$ cat config.mk
export PLATFORM = sky130hd
export DESIGN_NAME = openmips_lite
export DESIGN_NICKNAME = d
export VERILOG_FILES = /design/src/hw/cpu_pkg.sv /design/src/hw/if_id.sv /design/src/hw/id.sv /design/src/hw/regfile.sv /design/src/hw/ex.sv /design/src/hw/openmips_lite.sv
export SDC_FILE = /design/constraint.sdc
export NUM_CORES = 2
export LEC_CHECK = 0
export BUFFER_PORTS_ARGS = -buffer_cell sky130_fd_sc_hd__buf_2
export CAP_MARGIN = 0
export CELL_PAD_IN_SITES_DETAIL_PLACEMENT = 1
export CELL_PAD_IN_SITES_GLOBAL_PLACEMENT = 1
export CORE_ASPECT_RATIO = 0.5
export CORE_MARGIN = 3
export CORE_UTILIZATION = 35
export CTS_BUF_LIST = sky130_fd_sc_hd__clkbuf_2 sky130_fd_sc_hd__clkbuf_4 sky130_fd_sc_hd__clkbuf_8
export DETAILED_ROUTE_END_ITERATION = 10
export GPL_ROUTABILITY_DRIVEN = 0
export HOLD_SLACK_MARGIN = 0.12
export PLACE_DENSITY_LB_ADDON = 0.1
export RECOVER_POWER = 100
export SLEW_MARGIN = 5
export SYNTH_ARGS = -nofsm -noshare
export SYNTH_HDL_FRONTEND = slang
export SYNTH_SLANG_ARGS = --single-unit
export TNS_END_PERCENT = 5
$ cat constraint.sdc
create_clock -name clk -period 5.7 [get_ports clk]
set_input_delay 0.57 -clock clk [delete_from_list [all_inputs] [get_ports clk]]
set_output_delay 0.57 -clock clk [all_outputs]
set_load 0.03 [all_outputs]
$ cat src/hw/cpu_pkg.sv
`default_nettype none

package cpu_pkg;

	localparam int NUM_REGS = 32;

	typedef logic [31:0] word_t;
	typedef logic [$clog2(NUM_REGS)-1:0] reg_addr_t;

	// Primary opcode field, inst[31:26]
	typedef enum logic [5:0] {
		OP_SPECIAL = 6'h00,
		OP_ADDIU   = 6'h09,
		OP_ANDI    = 6'h0c,
		OP_ORI     = 6'h0d,
		OP_XORI    = 6'h0e,
		OP_LUI     = 6'h0f
	} op_e;

	// Function field under SPECIAL, inst[5:0]
	typedef enum logic [5:0] {
		FN_ADDU = 6'h21,
		FN_SUBU = 6'h23,
		FN_AND  = 6'h24,
		FN_OR   = 6'h25,
		FN_XOR  = 6'h26
	} funct_e;

	typedef enum logic [2:0] {
		ALU_NOP = 3'd0,
		ALU_ADD = 3'd1,
		ALU_SUB = 3'd2,
		ALU_AND = 3'd3,
		ALU_OR  = 3'd4,
		ALU_XOR = 3'd5,
		ALU_LUI = 3'd6
	} alu_op_e;

	typedef enum logic [1:0] {
		DBG_PC   = 2'd0,
		DBG_INST = 2'd1,
		DBG_REG  = 2'd2
	} dbg_src_e;

	typedef struct packed {
		logic      wreg;
		reg_addr_t wd;
		word_t     wdata;
	} wb_t;

	typedef struct packed {
		alu_op_e   alu_op;
		word_t     opnd_a;
		word_t     opnd_b;
		logic      wreg;
		reg_addr_t wd;
	} dec_t;

	typedef struct packed {
		dbg_src_e  src;
		reg_addr_t reg_addr;
	} dbg_sel_t;

endpackage

`default_nettype wire

$ cat src/hw/if_id.sv
`timescale 1ns/1ns
`default_nettype none

module if_id #(
	parameter cpu_pkg::word_t RESET_PC = 32'h0000_0000
) (
	input  wire                 clk,
	input  wire                 arst_n_i,
	input  wire                 inst_valid_i,
	input  wire cpu_pkg::word_t inst_i,
	output cpu_pkg::word_t      pc_o,
	output cpu_pkg::word_t      id_inst_o
);

	always_ff @(posedge clk or negedge arst_n_i) begin
		if (!arst_n_i) begin
			pc_o      <= RESET_PC;
			id_inst_o <= '0;
		end else begin
			if (inst_valid_i) begin
				pc_o      <= pc_o + 32'd4;
				id_inst_o <= inst_i;
			end else begin
				// Bubble, all-zero word decodes as a no-op
				id_inst_o <= '0;
			end
		end
	end

endmodule

`default_nettype wire

$ cat src/hw/id.sv
`timescale 1ns/1ns
`default_nettype none

module id (
	input  wire cpu_pkg::word_t id_inst_i,
	input  wire cpu_pkg::word_t rdata1_i,
	input  wire cpu_pkg::word_t rdata2_i,
	output cpu_pkg::reg_addr_t  raddr1_o,
	output cpu_pkg::reg_addr_t  raddr2_o,
	input  wire cpu_pkg::wb_t   ex_fwd_i,
	input  wire cpu_pkg::wb_t   wb_i,
	output cpu_pkg::dec_t       dec_o
);

	cpu_pkg::op_e       op;
	cpu_pkg::funct_e    funct;
	cpu_pkg::reg_addr_t rs;
	cpu_pkg::reg_addr_t rt;
	cpu_pkg::reg_addr_t rd;
	logic [15:0]        imm;
	cpu_pkg::word_t     rs_val;
	cpu_pkg::word_t     rt_val;

	// Youngest result wins, r0 never forwarded
	function automatic cpu_pkg::word_t fwd_sel(
		input cpu_pkg::reg_addr_t addr,
		input cpu_pkg::word_t     rf_data,
		input cpu_pkg::wb_t       ex_w,
		input cpu_pkg::wb_t       wb_w
	);
		if (addr != '0 && ex_w.wreg && ex_w.wd == addr) begin
			return ex_w.wdata;
		end else if (addr != '0 && wb_w.wreg && wb_w.wd == addr) begin
			return wb_w.wdata;
		end
		return rf_data;
	endfunction

	assign op    = cpu_pkg::op_e'(id_inst_i[31:26]);
	assign funct = cpu_pkg::funct_e'(id_inst_i[5:0]);
	assign rs    = id_inst_i[25:21];
	assign rt    = id_inst_i[20:16];
	assign rd    = id_inst_i[15:11];
	assign imm   = id_inst_i[15:0];

	assign raddr1_o = rs;
	assign raddr2_o = rt;

	assign rs_val = fwd_sel(rs, rdata1_i, ex_fwd_i, wb_i);
	assign rt_val = fwd_sel(rt, rdata2_i, ex_fwd_i, wb_i);

	always_comb begin
		dec_o.alu_op = cpu_pkg::ALU_NOP;
		dec_o.opnd_a = rs_val;
		dec_o.opnd_b = {16'h0000, imm};
		dec_o.wreg   = 1'b1;
		dec_o.wd     = rt;
		case (op)
			cpu_pkg::OP_SPECIAL: begin
				dec_o.opnd_b = rt_val;
				dec_o.wd     = rd;
				case (funct)
					cpu_pkg::FN_ADDU: dec_o.alu_op = cpu_pkg::ALU_ADD;
					cpu_pkg::FN_SUBU: dec_o.alu_op = cpu_pkg::ALU_SUB;
					cpu_pkg::FN_AND:  dec_o.alu_op = cpu_pkg::ALU_AND;
					cpu_pkg::FN_OR:   dec_o.alu_op = cpu_pkg::ALU_OR;
					cpu_pkg::FN_XOR:  dec_o.alu_op = cpu_pkg::ALU_XOR;
					default:          dec_o.wreg   = 1'b0;
				endcase
			end
			cpu_pkg::OP_ADDIU: begin
				dec_o.alu_op = cpu_pkg::ALU_ADD;
				dec_o.opnd_b = {{16{imm[15]}}, imm};
			end
			cpu_pkg::OP_ANDI: dec_o.alu_op = cpu_pkg::ALU_AND;
			cpu_pkg::OP_ORI:  dec_o.alu_op = cpu_pkg::ALU_OR;
			cpu_pkg::OP_XORI: dec_o.alu_op = cpu_pkg::ALU_XOR;
			cpu_pkg::OP_LUI: begin
				dec_o.alu_op = cpu_pkg::ALU_LUI;
				dec_o.opnd_b = {imm, 16'h0000};
			end
			// Anything else is a no-op
			default: dec_o.wreg = 1'b0;
		endcase
	end

endmodule

`default_nettype wire

$ cat src/hw/regfile.sv
`timescale 1ns/1ns
`default_nettype none

module regfile (
	input  wire                     clk,
	input  wire                     arst_n_i,
	input  wire cpu_pkg::wb_t       wb_i,
	input  wire cpu_pkg::reg_addr_t raddr1_i,
	input  wire cpu_pkg::reg_addr_t raddr2_i,
	input  wire cpu_pkg::reg_addr_t dbg_addr_i,
	output cpu_pkg::word_t          rdata1_o,
	output cpu_pkg::word_t          rdata2_o,
	output cpu_pkg::word_t          dbg_data_o
);

	cpu_pkg::word_t regs [cpu_pkg::NUM_REGS];

	// r0 is cleared at reset and never written, so it always reads zero
	always_ff @(posedge clk or negedge arst_n_i) begin
		if (!arst_n_i) begin
			for (int i = 0; i < cpu_pkg::NUM_REGS; i++) begin
				regs[i] <= '0;
			end
		end else begin
			if (wb_i.wreg && wb_i.wd != '0) begin
				regs[wb_i.wd] <= wb_i.wdata;
			end
		end
	end

	// No write bypass here, id forwards the WB value
	assign rdata1_o   = regs[raddr1_i];
	assign rdata2_o   = regs[raddr2_i];
	assign dbg_data_o = regs[dbg_addr_i];

endmodule

`default_nettype wire

$ cat src/hw/ex.sv
`timescale 1ns/1ns
`default_nettype none

module ex (
	input  wire                clk,
	input  wire                arst_n_i,
	input  wire cpu_pkg::dec_t dec_i,
	output cpu_pkg::wb_t       ex_fwd_o,
	output cpu_pkg::wb_t       wb_o
);

	cpu_pkg::dec_t id_ex_q;

	// ID/EX register
	always_ff @(posedge clk or negedge arst_n_i) begin
		if (!arst_n_i) begin
			id_ex_q <= '0;
		end else begin
			id_ex_q <= dec_i;
		end
	end

	// ALU
	always_comb begin
		ex_fwd_o.wreg = id_ex_q.wreg;
		ex_fwd_o.wd   = id_ex_q.wd;
		case (id_ex_q.alu_op)
			cpu_pkg::ALU_ADD: begin
				ex_fwd_o.wdata = id_ex_q.opnd_a + id_ex_q.opnd_b;
			end
			cpu_pkg::ALU_SUB: begin
				ex_fwd_o.wdata = id_ex_q.opnd_a - id_ex_q.opnd_b;
			end
			cpu_pkg::ALU_AND: begin
				ex_fwd_o.wdata = id_ex_q.opnd_a & id_ex_q.opnd_b;
			end
			cpu_pkg::ALU_OR: begin
				ex_fwd_o.wdata = id_ex_q.opnd_a | id_ex_q.opnd_b;
			end
			cpu_pkg::ALU_XOR: begin
				ex_fwd_o.wdata = id_ex_q.opnd_a ^ id_ex_q.opnd_b;
			end
			// Immediate already shifted up in decode
			cpu_pkg::ALU_LUI: begin
				ex_fwd_o.wdata = id_ex_q.opnd_b;
			end
			default: begin
				ex_fwd_o.wdata = '0;
			end
		endcase
	end

	// EX/WB register, also the regfile write port
	always_ff @(posedge clk or negedge arst_n_i) begin
		if (!arst_n_i) begin
			wb_o <= '0;
		end else begin
			wb_o <= ex_fwd_o;
		end
	end

endmodule

`default_nettype wire

$ cat src/hw/openmips_lite.sv
`timescale 1ns/1ns
`default_nettype none

module openmips_lite #(
	parameter cpu_pkg::word_t RESET_PC = 32'h0000_0000
) (
	input  wire                   clk,
	input  wire                   arst_n_i,
	input  wire                   inst_valid_i,
	input  wire cpu_pkg::word_t   inst_i,
	input  wire cpu_pkg::dbg_sel_t dbg_sel_i,
	output cpu_pkg::word_t        data_o
);

	cpu_pkg::word_t     pc;
	cpu_pkg::word_t     id_inst;
	cpu_pkg::reg_addr_t raddr1;
	cpu_pkg::reg_addr_t raddr2;
	cpu_pkg::word_t     rdata1;
	cpu_pkg::word_t     rdata2;
	cpu_pkg::word_t     reg_dbg_data;
	cpu_pkg::dec_t      id_dec;
	cpu_pkg::wb_t       ex_fwd;
	cpu_pkg::wb_t       wb;

	// Debug view
	always_comb begin
		case (dbg_sel_i.src)
			cpu_pkg::DBG_PC:   data_o = pc;
			cpu_pkg::DBG_INST: data_o = id_inst;
			cpu_pkg::DBG_REG:  data_o = reg_dbg_data;
			default:           data_o = '0;
		endcase
	end

	if_id #(
		.RESET_PC(RESET_PC)
	) if_id0 (
		.clk         (clk),
		.arst_n_i    (arst_n_i),
		.inst_valid_i(inst_valid_i),
		.inst_i      (inst_i),
		.pc_o        (pc),
		.id_inst_o   (id_inst)
	);

	id id0 (
		.id_inst_i(id_inst),
		.rdata1_i (rdata1),
		.rdata2_i (rdata2),
		.raddr1_o (raddr1),
		.raddr2_o (raddr2),
		.ex_fwd_i (ex_fwd),
		.wb_i     (wb),
		.dec_o    (id_dec)
	);

	regfile regfile0 (
		.clk       (clk),
		.arst_n_i  (arst_n_i),
		.wb_i      (wb),
		.raddr1_i  (raddr1),
		.raddr2_i  (raddr2),
		.dbg_addr_i(dbg_sel_i.reg_addr),
		.rdata1_o  (rdata1),
		.rdata2_o  (rdata2),
		.dbg_data_o(reg_dbg_data)
	);

	ex ex0 (
		.clk     (clk),
		.arst_n_i(arst_n_i),
		.dec_i   (id_dec),
		.ex_fwd_o(ex_fwd),
		.wb_o    (wb)
	);

endmodule

`default_nettype wire

==> results.md <==
- Of all nets on the critical path, the largest fanout is 22.
- Global routing used 42.78% of the available met1 tracks.
- In this run the tightest slew margin relative to its limit is -167.4%.
- The cell count after synthesis is 5062.
- The number of different library cells used by synthesis comes to 68.
- For this run, the total global-route usage over all layers was measured as 28.21%.
- The maximum buffer depth of the clock tree is 4.
- The area of the multi-input gates is 41190 um^2.
- Across the run, the number of max-cap violations was 53.
- In the routed layout, each cell is associated on average with a via count of 6.363.
- Fill cells in the final layout number 20950.
- After synthesis the netlist holds a flip-flop and latch count of 1197.
- Final hold analysis gives a worst-case slack of 0.3778 ns.
- The count of standard-cell rows is 118.
- Summed over all instances, the cell type with the most area after synthesis is dfrtp_1.
- The detail-routed net length per standard cell is 38.33 um.
- Synthesis produced a netlist with a net count of 5202.
- Pin placement for this block handled 74 I/O pins.
- The max-slew violation count is 1289.
- Yosys mapped a number of flops with a built-in enable equal to 0.
- The instance count along the most critical hold path is 3.
- The endpoint identified for the worst register-to-register timing path is regfile0.regs[384]$_DFFE_PN0P_.
- The fraction of met2 tracks used by global routing is 39.72%.
- The slack of the worst reg-to-reg path is -0.04 ns.
- The critical path arrival is 6.53 ns.
- The final layout contains 5219 nets.
- VDD sags by at most 0.0001334 V.
- The checks that failed: max-capacitance violations, max-slew violations, negative setup slack.
- The classification of the worst setup path is reg2reg.
- After synthesis, the cell types taking the most area are dfrtp_1, mux4_2, mux2_2.
- The path class of the tightest hold or removal check is in2reg.
- The critical path endpoint category is a register.
- The final non-filler cell area is 82230 um^2.
- The power per cell area is 234.2 nW/um^2.
- The floorplan step set the die width to 654.9 um.
- During placement, the flow inserted port buffers numbering 73.
- The dominant synthesized flop cell is dfrtp_1.
- The CTS tree is yes.
- The die covers 216400 um^2.
- The starting utilization of the core area is 35.40%.
- Across the whole layout, storage elements account for 29990 um^2.
- The clock net in this run drives a total of 1197 sinks.
- The clock skew is 0.05438 ns.
- The run finished, with violations left.
- The logic depth of the worst register-to-register path is 5.
- The total count of hold-check failures in the final report is 0.
- The number of antenna violations at the first check in global routing came to 16.
- After clock tree synthesis, the clock-pin slew on the worst setup and hold paths is 0.09 ns.
- The static power due to leakage is 0.03565 uW.
- The clock latency of the later-clocked register in the worst-skew pair is 0.95 ns.
- The die height is 330.5 um.
- The layer with the highest usage is met1.
- The most frequent standard cell in the layout excluding fill and tap cells is dfrtp_1.
- Setup repair after global routing left no endpoint under its margin.
- After synthesis, the mean cell area works out to 14.56 um^2.
- The share of synthesized registers carrying an async set or reset is 100.0%.
- The via count of the first global-routing pass is 52860.
- The final routed DRC violation total is 0.
- For this run, the number of standard cells in the final layout without fillers is 7990.
- After synthesis, flip-flops and latches occupy 40.65% of the total area.
- The final critical path time including I/O delays and setup is 5.743 ns.
- In the final layout, the share of cells above drive strength 1 is 49.48%.
- The routed design has 306.2 mm of wire.
- Power comes to 19260 uW.
- Leaving out fill and tap cells, the most frequent cells in the layout are dfrtp_1, mux2_2, mux4_2.
- Entering global routing, the biggest net connects 173 pins.
- The area share of the largest cell type after synthesis is 40.65%.
- The instance area after placement is 77930 um^2.
- The routed layout has 50840 vias.
- The final-report setup violation count is 20.
- The worst setup path is launched from a register.
- In this run, CTS created clock tree buffers numbering 207.
- For this run, the detailed router's first-pass iteration total came to 5.
- From synthesis to final layout, the design area changed by 11.58%.
- At the placement stage, the worst setup path has a slack of 0.4538 ns.
- The fmax is 174.1 MHz.
- Counting tap cells, the placed design contains a total of 7580 instances.
- The detailed router finished its first iteration with 5146 violations.
- For the pin with the worst max-slew slack, the measured transition is 4.011 ns.
- The H-tree generated during clock tree synthesis spans 4 levels.
- The startpoint of the most critical hold path is inst_i[4].
- The core outline area is 208200 um^2.
- The first-pass GRT wire length is 427.7 mm.
- The worst hold endpoint is if_id0.id_inst_o[4]$_DFF_PN0_.
- The startpoint identified for the worst register-to-register timing path is ex0.wb_o[35]$_DFF_PN0_.
- The total overflow reported by the global router is 0.
- The routing usage on met3 is 7.363%.
- Dividing the final minimum period by the clock period gives 100.8%.
- The Yosys step of the flow raised 0 warnings.
- Setup slack on the critical path of the routed design comes to -0.04295 ns.
- The remaining antenna violation count is 0.
- The required time reported for the critical path endpoint is 6.49 ns.
- The buffer cell driving the clock tree root is clkbuf_8.
- The wire-length estimate of the detail-placed layout is 196.6 mm.
- The synthesized cell area is 73700 um^2.
## cell type report
| cell class | count | share of cell area [%] |
|---|---|---|
| clock buffers | 330 | 5.067 |
| diodes | 4 | 0.01217 |
| clock inverters | 26 | 0.2556 |
| repair buffers | 357 | 3.468 |
| inverters | 96 | 0.4382 |
| flip-flops and latches | 1197 | 36.47 |
| multi-input cells | 3220 | 50.09 |
| well taps | 2760 | 4.200 |
## sequential cells by signal, summed over array words and instances, names as in the netlist
name              flops
ex0.id_ex_q          67
ex0.wb_o             38
if_id0.pc_o          30
ex0.ex_fwd_o          6
regfile0.regs      1024
if_id0.id_inst_o     32
## cell usage after synthesis, types with 8 or more instances
cell and count:
a211oi_1 30, a21o_1 21, a21oi_1 126, a221oi_1 14, a22oi_1 21, a31oi_1 14
and2_1 34, and3_1 12, buf_1 62, buf_2 83, buf_4 14, clkbuf_1 386
dfrtp_1 1197, ha_1 97, inv_1 95, mux2_2 984, mux2i_1 147, mux4_2 943
nand2_1 146, nand2b_1 17, nand3_1 44, nand4_1 24, nor2_1 133, nor2b_1 14
nor3_1 26, nor4_1 8, o211ai_1 30, o21ai_0 97, o221ai_1 9, o22ai_1 40
o31ai_1 9, or3_1 9, xnor2_1 73, xor2_1 29
## timing repair
item,4_1_cts,5_1_grt
setup buffers,0,0
gates resized for setup,0,0
endpoints found under the hold margin,129,0
hold buffers,50,0
## report_power, final
part           leakage, uW  switching [uW]  total, uW  internal [uW]
clock network      0.00234            3990       8720           4730
registers           0.0166             231       8810           8580
logic               0.0167            1110       1730            623
## worst max-delay path by stage
stage	startpoint	to	slack, ns	depth (start not counted)
after floorplan	ex0.id_ex_q[11]$_DFF_PN0_	ex0.id_ex_q[33]$_DFF_PN0_	1.62	16
after global placement	ex0.id_ex_q[11]$_DFF_PN0_	ex0.id_ex_q[33]$_DFF_PN0_	0.54	16
after global routing	dbg_sel_i[0]	data_o[23]	0.06	7
after detailed placement	ex0.id_ex_q[11]$_DFF_PN0_	ex0.id_ex_q[33]$_DFF_PN0_	0.45	16
after CTS	ex0.id_ex_q[11]$_DFF_PN0_	ex0.id_ex_q[33]$_DFF_PN0_	0.43	16
final	ex0.wb_o[35]$_DFF_PN0_	regfile0.regs[384]$_DFFE_PN0P_	-0.04	5
## metrics by stage
step                      util (%)  TNS (ns)
after floorplan                  -         0
final                        39.50   -0.3450
after detailed placement     37.43         0
after global placement       37.43         0
after global routing         39.50         0
after CTS                    39.78         0
## critical path: stages (launching register included)
cell and delay, ns:
dfrtp_1 0.49, nand2b_1 0.23, nor3b_1 0.49, nor2b_1 2.24, clkbuf_2 1.61, mux2_2 0.45
## cells by family (layout without fill, tap and decap cells)
kind of cell / after synthesis / count (layout) / share of synthesized area (%)
other cells: 0 / 4 / 0
buf+inv: 645 / 809 / 3.538
fa+ha+maj: 98 / 98 / 1.674
simple gates: 490 / 490 / 3.141
mux: 2077 / 2077 / 45.90
xor+xnor: 102 / 102 / 1.212
compound gates: 453 / 453 / 3.893
flops: 1197 / 1197 / 40.65
## metal layers
layer | part of all wire [%] | up-vias
li1 | - | 19860
met1 | 47 | 28380
met2 | 41 | 2113
met3 | 8.8 | 485
met4 | 2.8 | 4
met5 | 0.010 | -
Note: power is estimated with default switching activity, not from simulation.
